[src/ddr_buf_pkg.sv]
`default_nettype none

package ddr_buf_pkg;

  // ==============================
  // widths and rates
  // ==============================

  localparam int DWIDTH  = 16;
  localparam int RATE    = 4;
  localparam int RATELOG = 2;
  localparam int BWIDTH  = DWIDTH * RATE;

  // beat address and its byte shift
  localparam int MEMSIZE = 24;
  localparam int LSB     = 3;

  // word address, beat address plus lane bits
  localparam int IMGSIZE = MEMSIZE + RATELOG;
  localparam int LWIDTH  = 16;

  // ==============================
  // types
  // ==============================

  typedef logic signed [DWIDTH-1:0] word_t;
  typedef logic [BWIDTH-1:0]        beat_t;
  typedef logic [MEMSIZE-1:0]       beat_addr_t;
  typedef logic [LWIDTH-1:0]        len_t;

  // one beat write into a half
  typedef struct packed {
    logic  we;
    logic  bank;
    len_t  idx;
    beat_t data;
  } beat_wr_t;

  // sealed half, len in beats
  typedef struct packed {
    logic       bank;
    beat_addr_t base;
    len_t       len;
  } burst_t;

endpackage

`default_nettype wire

[src/beat_mem.sv]
`timescale 1ns/1ps
`default_nettype none

module beat_mem #(
  parameter int DEPTH = 8
) (
  input  logic                     clk,
  input  logic                     xrst,
  input  logic                     we,
  input  logic [$clog2(DEPTH)-1:0] addr,
  input  ddr_buf_pkg::beat_t       wdata,
  output ddr_buf_pkg::beat_t       rdata
);
  import ddr_buf_pkg::*;

  beat_t ram [DEPTH];

  always_ff @(posedge clk) begin
    if (we) begin
      ram[addr] <= wdata;
    end
  end

  // registered read, old contents on a write
  always_ff @(posedge clk) begin
    if (!xrst) begin
      rdata <= '0;
    end else begin
      rdata <= ram[addr];
    end
  end

endmodule

`default_nettype wire

[src/burst_issuer.sv]
`timescale 1ns/1ps
`default_nettype none

module burst_issuer #(
  parameter int BURST_MAX = 8
) (
  input  logic                                            clk,
  input  logic                                            xrst,
  input  ddr_buf_pkg::burst_t                             seal,
  input  logic                                            seal_valid,
  input  ddr_buf_pkg::beat_addr_t                         ddr_raddr,
  output logic                                            ddr_req,
  output logic [ddr_buf_pkg::MEMSIZE+ddr_buf_pkg::LSB-1:0] ddr_base,
  output ddr_buf_pkg::len_t                               ddr_len,
  output logic                                            drain_bank,
  output ddr_buf_pkg::len_t                               drain_idx
);
  import ddr_buf_pkg::*;

  localparam int AW = $clog2(BURST_MAX);

  beat_addr_t drain_base;
  beat_addr_t raddr_off;

  // ==============================
  // burst request
  // ==============================

  always_ff @(posedge clk) begin
    if (!xrst) begin
      ddr_req <= 1'b0;
    end else begin
      ddr_req <= seal_valid;
    end
  end

  // held until the next seal
  always_ff @(posedge clk) begin
    if (!xrst) begin
      ddr_base <= '0;
      ddr_len  <= '0;
    end else if (seal_valid) begin
      ddr_base <= {seal.base, {LSB{1'b0}}};
      ddr_len  <= seal.len;
    end
  end

  // ==============================
  // draining half
  // ==============================

  always_ff @(posedge clk) begin
    if (!xrst) begin
      drain_bank <= 1'b0;
      drain_base <= '0;
    end else if (seal_valid) begin
      drain_bank <= seal.bank;
      drain_base <= seal.base;
    end
  end

  // master beat address to index inside the half
  assign raddr_off = ddr_raddr - drain_base;
  assign drain_idx = len_t'(raddr_off[AW-1:0]);

endmodule

`default_nettype wire

[src/ddr_wbuf_top.sv]
`timescale 1ns/1ps
`default_nettype none

module ddr_wbuf_top #(
  parameter int BURST_MAX = 8
) (
  input  logic                                            clk,
  input  logic                                            xrst,
  input  logic                                            write_req,
  input  ddr_buf_pkg::beat_addr_t                         write_base,
  input  ddr_buf_pkg::len_t                               write_len,
  input  logic                                            mem_we,
  input  logic [ddr_buf_pkg::IMGSIZE-1:0]                 mem_addr,
  input  ddr_buf_pkg::word_t                              mem_wdata,
  input  ddr_buf_pkg::beat_addr_t                         ddr_raddr,
  output logic                                            ddr_req,
  output logic [ddr_buf_pkg::MEMSIZE+ddr_buf_pkg::LSB-1:0] ddr_base,
  output ddr_buf_pkg::len_t                               ddr_len,
  output ddr_buf_pkg::beat_t                              ddr_rdata
);
  import ddr_buf_pkg::*;

  beat_wr_t fill;
  burst_t   seal;
  logic     seal_valid;
  logic     drain_bank;
  len_t     drain_idx;

  // ==============================
  // image side
  // ==============================

  word_packer #(
    .BURST_MAX (BURST_MAX)
  ) u_packer (
    .clk        (clk),
    .xrst       (xrst),
    .write_req  (write_req),
    .write_base (write_base),
    .write_len  (write_len),
    .mem_we     (mem_we),
    .mem_addr   (mem_addr),
    .mem_wdata  (mem_wdata),
    .fill       (fill),
    .seal       (seal),
    .seal_valid (seal_valid)
  );

  // ==============================
  // ping-pong halves
  // ==============================

  pingpong_buffer #(
    .BURST_MAX (BURST_MAX)
  ) u_buffer (
    .clk        (clk),
    .xrst       (xrst),
    .fill       (fill),
    .drain_bank (drain_bank),
    .drain_idx  (drain_idx),
    .drain_data (ddr_rdata)
  );

  // ==============================
  // ddr side
  // ==============================

  burst_issuer #(
    .BURST_MAX (BURST_MAX)
  ) u_issuer (
    .clk        (clk),
    .xrst       (xrst),
    .seal       (seal),
    .seal_valid (seal_valid),
    .ddr_raddr  (ddr_raddr),
    .ddr_req    (ddr_req),
    .ddr_base   (ddr_base),
    .ddr_len    (ddr_len),
    .drain_bank (drain_bank),
    .drain_idx  (drain_idx)
  );

endmodule

`default_nettype wire

[src/pingpong_buffer.sv]
`timescale 1ns/1ps
`default_nettype none

module pingpong_buffer #(
  parameter int BURST_MAX = 8
) (
  input  logic                  clk,
  input  logic                  xrst,
  input  ddr_buf_pkg::beat_wr_t fill,
  input  logic                  drain_bank,
  input  ddr_buf_pkg::len_t     drain_idx,
  output ddr_buf_pkg::beat_t    drain_data
);
  import ddr_buf_pkg::*;

  localparam int AW = $clog2(BURST_MAX);

  logic          we_a;
  logic          we_b;
  logic [AW-1:0] addr_a;
  logic [AW-1:0] addr_b;
  beat_t         rdata_a;
  beat_t         rdata_b;
  logic          sel_q;

  // ==============================
  // fill steering
  // ==============================

  assign we_a = fill.we && !fill.bank;
  assign we_b = fill.we && fill.bank;

  // a port not taking a write reads for the drain side
  assign addr_a = we_a ? fill.idx[AW-1:0] : drain_idx[AW-1:0];
  assign addr_b = we_b ? fill.idx[AW-1:0] : drain_idx[AW-1:0];

  beat_mem #(
    .DEPTH (BURST_MAX)
  ) bank_a (
    .clk   (clk),
    .xrst  (xrst),
    .we    (we_a),
    .addr  (addr_a),
    .wdata (fill.data),
    .rdata (rdata_a)
  );

  beat_mem #(
    .DEPTH (BURST_MAX)
  ) bank_b (
    .clk   (clk),
    .xrst  (xrst),
    .we    (we_b),
    .addr  (addr_b),
    .wdata (fill.data),
    .rdata (rdata_b)
  );

  // ==============================
  // drain select
  // ==============================

  // delayed to match the ram read
  always_ff @(posedge clk) begin
    if (!xrst) begin
      sel_q <= 1'b0;
    end else begin
      sel_q <= drain_bank;
    end
  end

  assign drain_data = sel_q ? rdata_b : rdata_a;

endmodule

`default_nettype wire

[src/word_packer.sv]
`timescale 1ns/1ps
`default_nettype none

module word_packer #(
  parameter int BURST_MAX = 8
) (
  input  logic                            clk,
  input  logic                            xrst,
  input  logic                            write_req,
  input  ddr_buf_pkg::beat_addr_t         write_base,
  input  ddr_buf_pkg::len_t               write_len,
  input  logic                            mem_we,
  input  logic [ddr_buf_pkg::IMGSIZE-1:0] mem_addr,
  input  ddr_buf_pkg::word_t              mem_wdata,
  output ddr_buf_pkg::beat_wr_t           fill,
  output ddr_buf_pkg::burst_t             seal,
  output logic                            seal_valid
);
  import ddr_buf_pkg::*;

  beat_addr_t         burst_base;
  len_t               remain;
  len_t               beat_cnt;
  logic               bank;
  beat_t              acc;
  beat_t              next_beat;
  logic [RATELOG-1:0] lane;
  beat_addr_t         beat_off;
  logic               last_word;
  logic               beat_done;
  logic               half_done;
  logic               fill_we;
  logic               fill_bank;
  len_t               fill_idx;
  beat_t              fill_data;

  // ==============================
  // lane packing
  // ==============================

  assign lane      = mem_addr[RATELOG-1:0];
  assign beat_off  = mem_addr[IMGSIZE-1:RATELOG] - burst_base;
  assign last_word = remain == len_t'(1);
  assign beat_done = mem_we && (lane == RATELOG'(RATE - 1) || last_word);
  assign half_done = beat_done && (beat_cnt == len_t'(BURST_MAX - 1) || last_word);

  always_comb begin
    next_beat = acc;
    next_beat[lane*DWIDTH +: DWIDTH] = mem_wdata;
  end

  // cleared per beat so a short last beat has zero lanes
  always_ff @(posedge clk) begin
    if (write_req) begin
      acc <= '0;
    end else if (mem_we) begin
      acc <= beat_done ? '0 : next_beat;
    end
  end

  // ==============================
  // image and half tracking
  // ==============================

  always_ff @(posedge clk) begin
    if (!xrst) begin
      burst_base <= '0;
      remain     <= '0;
      beat_cnt   <= '0;
      bank       <= 1'b0;
    end else if (write_req) begin
      burst_base <= write_base;
      remain     <= write_len;
      beat_cnt   <= '0;
    end else if (mem_we) begin
      remain <= remain - len_t'(1);
      if (half_done) begin
        beat_cnt   <= '0;
        burst_base <= burst_base + beat_addr_t'(BURST_MAX);
        bank       <= ~bank;
      end else if (beat_done) begin
        beat_cnt <= beat_cnt + len_t'(1);
      end
    end
  end

  // ==============================
  // outputs to buffer and issuer
  // ==============================

  always_ff @(posedge clk) begin
    if (!xrst) begin
      fill_we    <= 1'b0;
      seal_valid <= 1'b0;
    end else begin
      fill_we    <= beat_done;
      seal_valid <= half_done;
    end
  end

  always_ff @(posedge clk) begin
    if (beat_done) begin
      fill_bank <= bank;
      fill_idx  <= len_t'(beat_off);
      fill_data <= next_beat;
    end
    // length rounds up, the sealing beat included
    if (half_done) begin
      seal <= '{bank: bank, base: burst_base, len: beat_cnt + len_t'(1)};
    end
  end

  assign fill = '{we: fill_we, bank: fill_bank, idx: fill_idx, data: fill_data};

endmodule

`default_nettype wire
[config.mk]
export PLATFORM = sky130hd
export DESIGN_NAME = ddr_wbuf_top
export DESIGN_NICKNAME = d
export VERILOG_FILES = /design/src/ddr_buf_pkg.sv /design/src/beat_mem.sv /design/src/burst_issuer.sv /design/src/ddr_wbuf_top.sv /design/src/pingpong_buffer.sv /design/src/word_packer.sv
export SDC_FILE = /design/constraint.sdc
export NUM_CORES = 2
export LEC_CHECK = 0
export ABC_AREA = 1
export ABC_CLOCK_PERIOD_IN_PS = 12000
export BUFFER_PORTS_ARGS = -buffer_cell sky130_fd_sc_hd__buf_2
export CORE_MARGIN = 3
export CORE_UTILIZATION = 30
export CTS_CLUSTER_SIZE = 20
export DETAILED_ROUTE_END_ITERATION = 8
export GPL_ROUTABILITY_DRIVEN = 0
export PLACE_DENSITY = 0.53
export RECOVER_POWER = 50
export SYNTH_ARGS = -nofsm -noshare
export SYNTH_HDL_FRONTEND = slang
export SYNTH_SLANG_ARGS = --single-unit
[constraint.sdc]
create_clock -name clk -period 12 [get_ports clk]
set_clock_uncertainty 0.05 [all_clocks]
set_input_delay 1.8 -clock clk [delete_from_list [all_inputs] [get_ports clk]]
set_output_delay 1.8 -clock clk [all_outputs]
set_load 0.005 [all_outputs]
* Word-level counts from Yosys, hierarchy flattened
Memory sizes are Yosys's and may differ from the RTL's. A register that Yosys moved wholly into a read port is not among the register bits.
Index checks and enable logic that the tools add are counted.
** Storage, ports and cells
- Latch bits :: 0
- Register bits after elaboration :: 275
- Memories :: 2
- ROM bits :: 0
- Word-level logic and storage cells :: 66
- RAM bits :: 1024
** Memories
- u_buffer.bank_a.ram :: depth 8, width 64, read ports 1, clocked after Yosys merged registers in 1, wr ports 1, RTL line beat_mem.sv:16 : beat_t ram [DEPTH];
- u_buffer.bank_b.ram :: depth 8, width 64, read ports 1, clocked after Yosys merged registers in 1, wr ports 1, RTL line beat_mem.sv:16
** Cells by class
- Reduce and logical (&&, ||, !) cells :: 16
- $lt $le $gt $ge :: 0
- Multiply operators :: 0
- Divide/modulo/power cells :: 0
- Eq/ne operators :: 3
- Bitwise gates (word level) :: 3
- Muxes and demuxes :: 16
- Shift operators :: 2
- Add/sub/neg operators :: 6
** Operators with widths (count)
- $mux W64 :: 2
- $mux W24 :: 3
- $bwmux W64 :: 1
- $mux W16 :: 4
- $shift A16 B34 Y64 const A :: 1
- $shiftx A16 B34 Y64 :: 1
- $neg A6 Y34 :: 1
- $add A24 B4 Y24 const B :: 1
- $add A16 B1 Y16 const B :: 1
- $eq A16 B1 Y1 const B :: 1
- $eq A16 B3 Y1 const B :: 1
- $sub A16 B1 Y16 const B :: 1
- $mux W3 :: 2
- $reduce_bool A2 Y1 :: 3
- $sub A3 B3 Y3 :: 2
- $logic_and A1 B1 Y1 :: 4
- $mux W1 :: 4
- $reduce_and A2 Y1 :: 2
- $logic_not A1 Y1 :: 3
- $not A1 Y1 :: 3
- $reduce_and A3 Y1 :: 1
- $eq A2 B2 Y1 const B :: 1
- $logic_or A1 B1 Y1 :: 2
- $reduce_or A2 Y1 :: 1

* Logic depth before layout (Yosys ltp)
- Word-level depth :: 7
- Gate-level depth with buffers :: 12

* Cells and area by module
From an unflattened synthesis, not the netlist that was laid out.
** Second synthesis, totals
- Cells, all modules :: 6116
- Area total of the unflattened synthesis :: 60803.3 sq um
** By module, submodules not included
- beat_mem (u_buffer.bank_b) :: area an instance 23354.9 sq um, seq. area each 16656.0 sq um, cells an instance 2224, times used 1
- beat_mem (u_buffer.bank_a) :: area an instance 23352.4 sq um, seq. area each 16656.0 sq um, cells an instance 2224, times used 1
- word_packer :: area an instance 11056.9 sq um, seq. area each 6125.9 sq um, cells an instance 1223, times used 1
- burst_issuer :: area an instance 1664.1 sq um, seq. area each 840.8 sq um, cells an instance 212, times used 1
- pingpong_buffer :: area an instance 1375.1 sq um, seq. area each 20.0 sq um, cells an instance 233, times used 1

* Least setup slack after synthesis
Ideal clock, no wire load.
- Kind :: input-to-reg
- Start :: input ddr_raddr[0]
- End :: memory u_buffer.bank_a.ram[0][0] (netlist name) (enable)
- Setup time :: 486 ps
- Required time :: 11464 ps
- Cell stages on the path :: 11
- Slack :: 5528 ps
- Arrival :: 5936 ps
- Cells stage by stage :: inv_1 > ha_1 > inv_1 > fa_1 > nand2_1 > o21ai_2 > inv_2 > buf_2 > buf_1 > nand2_1 > nor2_1
** On the way
- Longest elaborated chain between the ends :: 2
** RTL lines
- from (decl) :: RTL line ddr_wbuf_top.sv:15 : input ddr_buf_pkg::beat_addr_t ddr_raddr,
- $sub A3 B3 Y3 :: RTL line burst_issuer.sv:63 : assign raddr_off = ddr_raddr - drain_base;
- $mux W3 :: RTL line pingpong_buffer.sv:34 : assign addr_a = we_a ? fill.idx[AW-1:0] : drain_idx[AW-1:0];
- to (decl) :: RTL line beat_mem.sv:16
No other way between the ends.

==> metrics.txt <==
outcome=finished, violations left; failing checks=capacitance limit, slew limit; Starting DRT DRC Count=slightly above 3000; detailed placement HPWL=between 80000 and 90000 µm; grt met2 use=27.0%; highest clock rate=approximately 160 MHz; final hold vios=0; post-synthesis adder-cell area fraction=less than 1%; share of layout cells above drive strength 1=approximately a tenth; Vert. Die Dim=438 µm; post-route ant nets=0; Post-Synth XOR/XNOR Area=less than 1%; worst hold path type=flop to flop; Synth Cell Area=0.0561 mm²; cts repair resizes=0; sequential area share after synthesis=between 70 and 80%; placed instance area=0.0593 mm²; grt met1 use=a little over a fifth; die footprint=between 0.15 and 0.2 mm²; Total Routed Length=160000 µm; flop-to-flop setup slack=between 6 and 7 ns; worst reg2reg path startpoint=u_issuer.drain_base[0]$_SDFFE_PN0P_; DP Worst Slack=around 5.2 ns; Synth Area per Inst=11.7 µm²; Num CTS Buffers=150; Crit. End Element=flop; register bit total from synthesis=around 1400; 1st-pass router iterations=7; Post-Syn Instances=4785; Starting Density=between 30% and 40%; number of setup violations in the final report=0; final instance area=between 0.06 and 0.07 mm²; pin count of the biggest net entering global routing=roughly 160; post-synth top area share=60.7%; worst vdd ir=about 0.13 mV; Core Util, Final=between 30% and 40%; vias in the first global route=35800; Synth Area in Compound Gates=10.6%; top cells by area, synth=edfxtp_1, dfxtp_1, a21oi_1; Area Overhead vs Synth=14.3%; Wirelength per Cell=between 20 and 25 µm; arrival time of the worst setup path=6.86 ns; Yosys warning count=0; Fillers=~18000; clk_lat worst skew=0.79 ns; via count=37100; Tot GR Track Use=between 10% and 20%; Worst Setup SP=write_req; crit path to=u_packer.acc[53]$_SDFFE_PP0P_; postcts setup bufs=0; Tightest Pin Transition=3.14 ns; most common cell after layout, fill and taps aside=edfxtp_1; Final Max Tran Viols=roughly 350; initial antenna violation count=6; LEAKAGE=between 20 and 25 nW; CORE AREA=~0.19 mm²; I/O Pins=218; total global routing overflow=0; CTS Root Cell=clkbuf_16; PwrDens=165 mW/mm²; worst reg2reg endpoint=u_buffer.bank_b.ram[2][16]$_DFFE_PP_; Synth area leader=edfxtp_1; multiplexer share of the synthesized area=between 1 and 1.5%; count of different cell masters after synthesis=38; fin nets=between 4000 and 5000; # port buffers=172; H-tree levels=4; Rel. slew slack=-109%; maximum fanout along the worst path=64; post-layout minimum cycle time=~6.4 ns; Critical Path Start Type=input pin; post-route clock period utilization=around 53%; fin worst setup slack=between 5 and 6 ns; Clk pin slew, worst setup/hold paths=0.06 ns; Cell Count, Final, Fillers Out=around 7500; setup_tns=0 ns; CTS Buffer Depth=3; Die W=438 µm; CTS Sinks=around 1400; RSZ-0062 raised after global routing=no; global-route wire length before repair=~240000 µm; DRC violations left=0; TritonCTS clock tree=yes; # hold bufs at CTS=0; Placed Cells=7165; Rows=roughly 160; critical path required time=12.47 ns; met3 global-route usage=about 2.8%; most used routing layer=met2; DR vias/cell=4.98; largest family of logic cells by synthesized area=simple AND/OR/NAND/NOR gates; Max-cap violations=7; commonest non-fill, non-tap cells in the layout=edfxtp_1, nand2_1, a21oi_1; Simple-Gate Fraction of Synth Area=11.7%; reg2reg path depth=10; Setup CP Type=input pin to flop
-- cells by family (layout without fill, tap and decap cells) --
logic type / Yosys count / after routing
and+or+nand+nor: 1528 / 1528
DFF: 1427 / 1427
AOI/OAI and AO/OA: 1151 / 1151
buffers and inverters: 565 / 744
muxes: 64 / 64
xor gates and xnor gates: 35 / 35
adders and majority gates: 14 / 14
other: 1 / 9
-- synthesized netlist by cell type --
master	instances
clkinv_1	1
inv_1	223
o21ai_1	219
mux2_2	64
nand2_2	5
buf_1	16
xnor2_1	11
fa_1	2
o21ai_2	4
nor2_1	185
a21boi_0	1
dfxtp_1	294
a21boi_1	2
o21ai_0	123
ha_1	12
inv_2	5
nand2_4	1
nand3_1	571
nor2_2	4
or2_2	4
clkbuf_2	2
nand2_1	733
o22ai_1	103
a22oi_1	16
a21oi_1	670
xor2_1	23
buf_4	23
conb_1	1
buf_2	163
nor3_1	10
edfxtp_1	1133
o31ai_1	1
nand4_1	12
nor3_2	1
nand3b_1	2
xnor2_2	1
a31oi_1	12
clkbuf_1	132
-- worst min path at each step --
| stage | startpoint | to | slack (ns) | depth (start not counted) |
|---|---|---|---|---|
| floorplan | u_issuer.drain_bank$_SDFFE_PN0P_ | u_buffer.sel_q$_SDFF_PN0_ | 0.35 | 2 |
| global placement | u_issuer.drain_bank$_SDFFE_PN0P_ | u_buffer.sel_q$_SDFF_PN0_ | 0.35 | 2 |
| detailed placement | u_issuer.drain_bank$_SDFFE_PN0P_ | u_buffer.sel_q$_SDFF_PN0_ | 0.36 | 2 |
| CTS | u_issuer.drain_bank$_SDFFE_PN0P_ | u_buffer.sel_q$_SDFF_PN0_ | 0.37 | 2 |
| global route | u_issuer.drain_bank$_SDFFE_PN0P_ | u_buffer.sel_q$_SDFF_PN0_ | 0.41 | 2 |
| finish | u_issuer.drain_bank$_SDFFE_PN0P_ | u_buffer.sel_q$_SDFF_PN0_ | 0.37 | 2 |
-- state kept, by name (all words and copies together), names as in the netlist --
register / count
u_buffer.bank_b.ram: 512
u_packer.seal_valid: 1
u_packer.fill_bank: 1
u_buffer.bank_a.rdata: 64
u_packer.burst_base: 24
u_packer.bank: 1
u_packer.beat_cnt: 16
u_issuer.drain_base: 24
u_packer.fill_data: 64
u_issuer.ddr_req: 1
u_packer.remain: 16
u_buffer.sel_q: 1
u_buffer.bank_a.ram: 512
u_issuer.drain_bank: 1
u_packer.fill_idx: 3
u_packer.acc: 64
u_packer.seal: 41
u_buffer.bank_b.rdata: 64
u_issuer.ddr_len: 16
u_packer.fill_we: 1
-- per-layer routing --
layer / part of all wire, % / wire, µm
met5: 0.011 / 18
met4: 3.0 / 4870
met3: 5.9 / 9530
met2: 48 / 77000
met1: 43 / 68800
-- metrics by stage --
stage / hold WS, ns / total power, mW
2_1_floorplan: 0.355 / 5.85
3_3_place_gp: 0.354 / 6.06
3_5_place_dp: 0.364 / 6.06
4_1_cts: 0.374 / 10.7
5_1_grt: 0.413 / 10.9
6_report: 0.367 / 10.6
-- area by class of cell --
type / instances / area, µm² / share of cell area (%)
flip-flops and latches: 1427 / 39900 / 62.3
clock inverters: 60 / 618 / 0.964
diodes: 6 / 15.0 / 0.0234
clock buffers: 221 / 4280 / 6.68
multi-input cells: 2795 / 14000 / 21.8
well taps: 2480 / 3100 / 4.84
inverters: 229 / 876 / 1.37
repair buffers: 234 / 1300 / 2.03
-- worst max-delay path, cell delays in order --
cell      delay (ns)
clkbuf_1        1.38
nor2_1          0.85
nand3_2         0.26
clkbuf_1        2.23
o21ai_0         0.27
-- power by group --
group          switching (mW)  total, mW  internal (mW)
clock                    1.96       4.60           2.65
combinational           0.388      0.544          0.157
sequential             0.0507       5.41           5.36
Power figures use the tool's default switching activity.
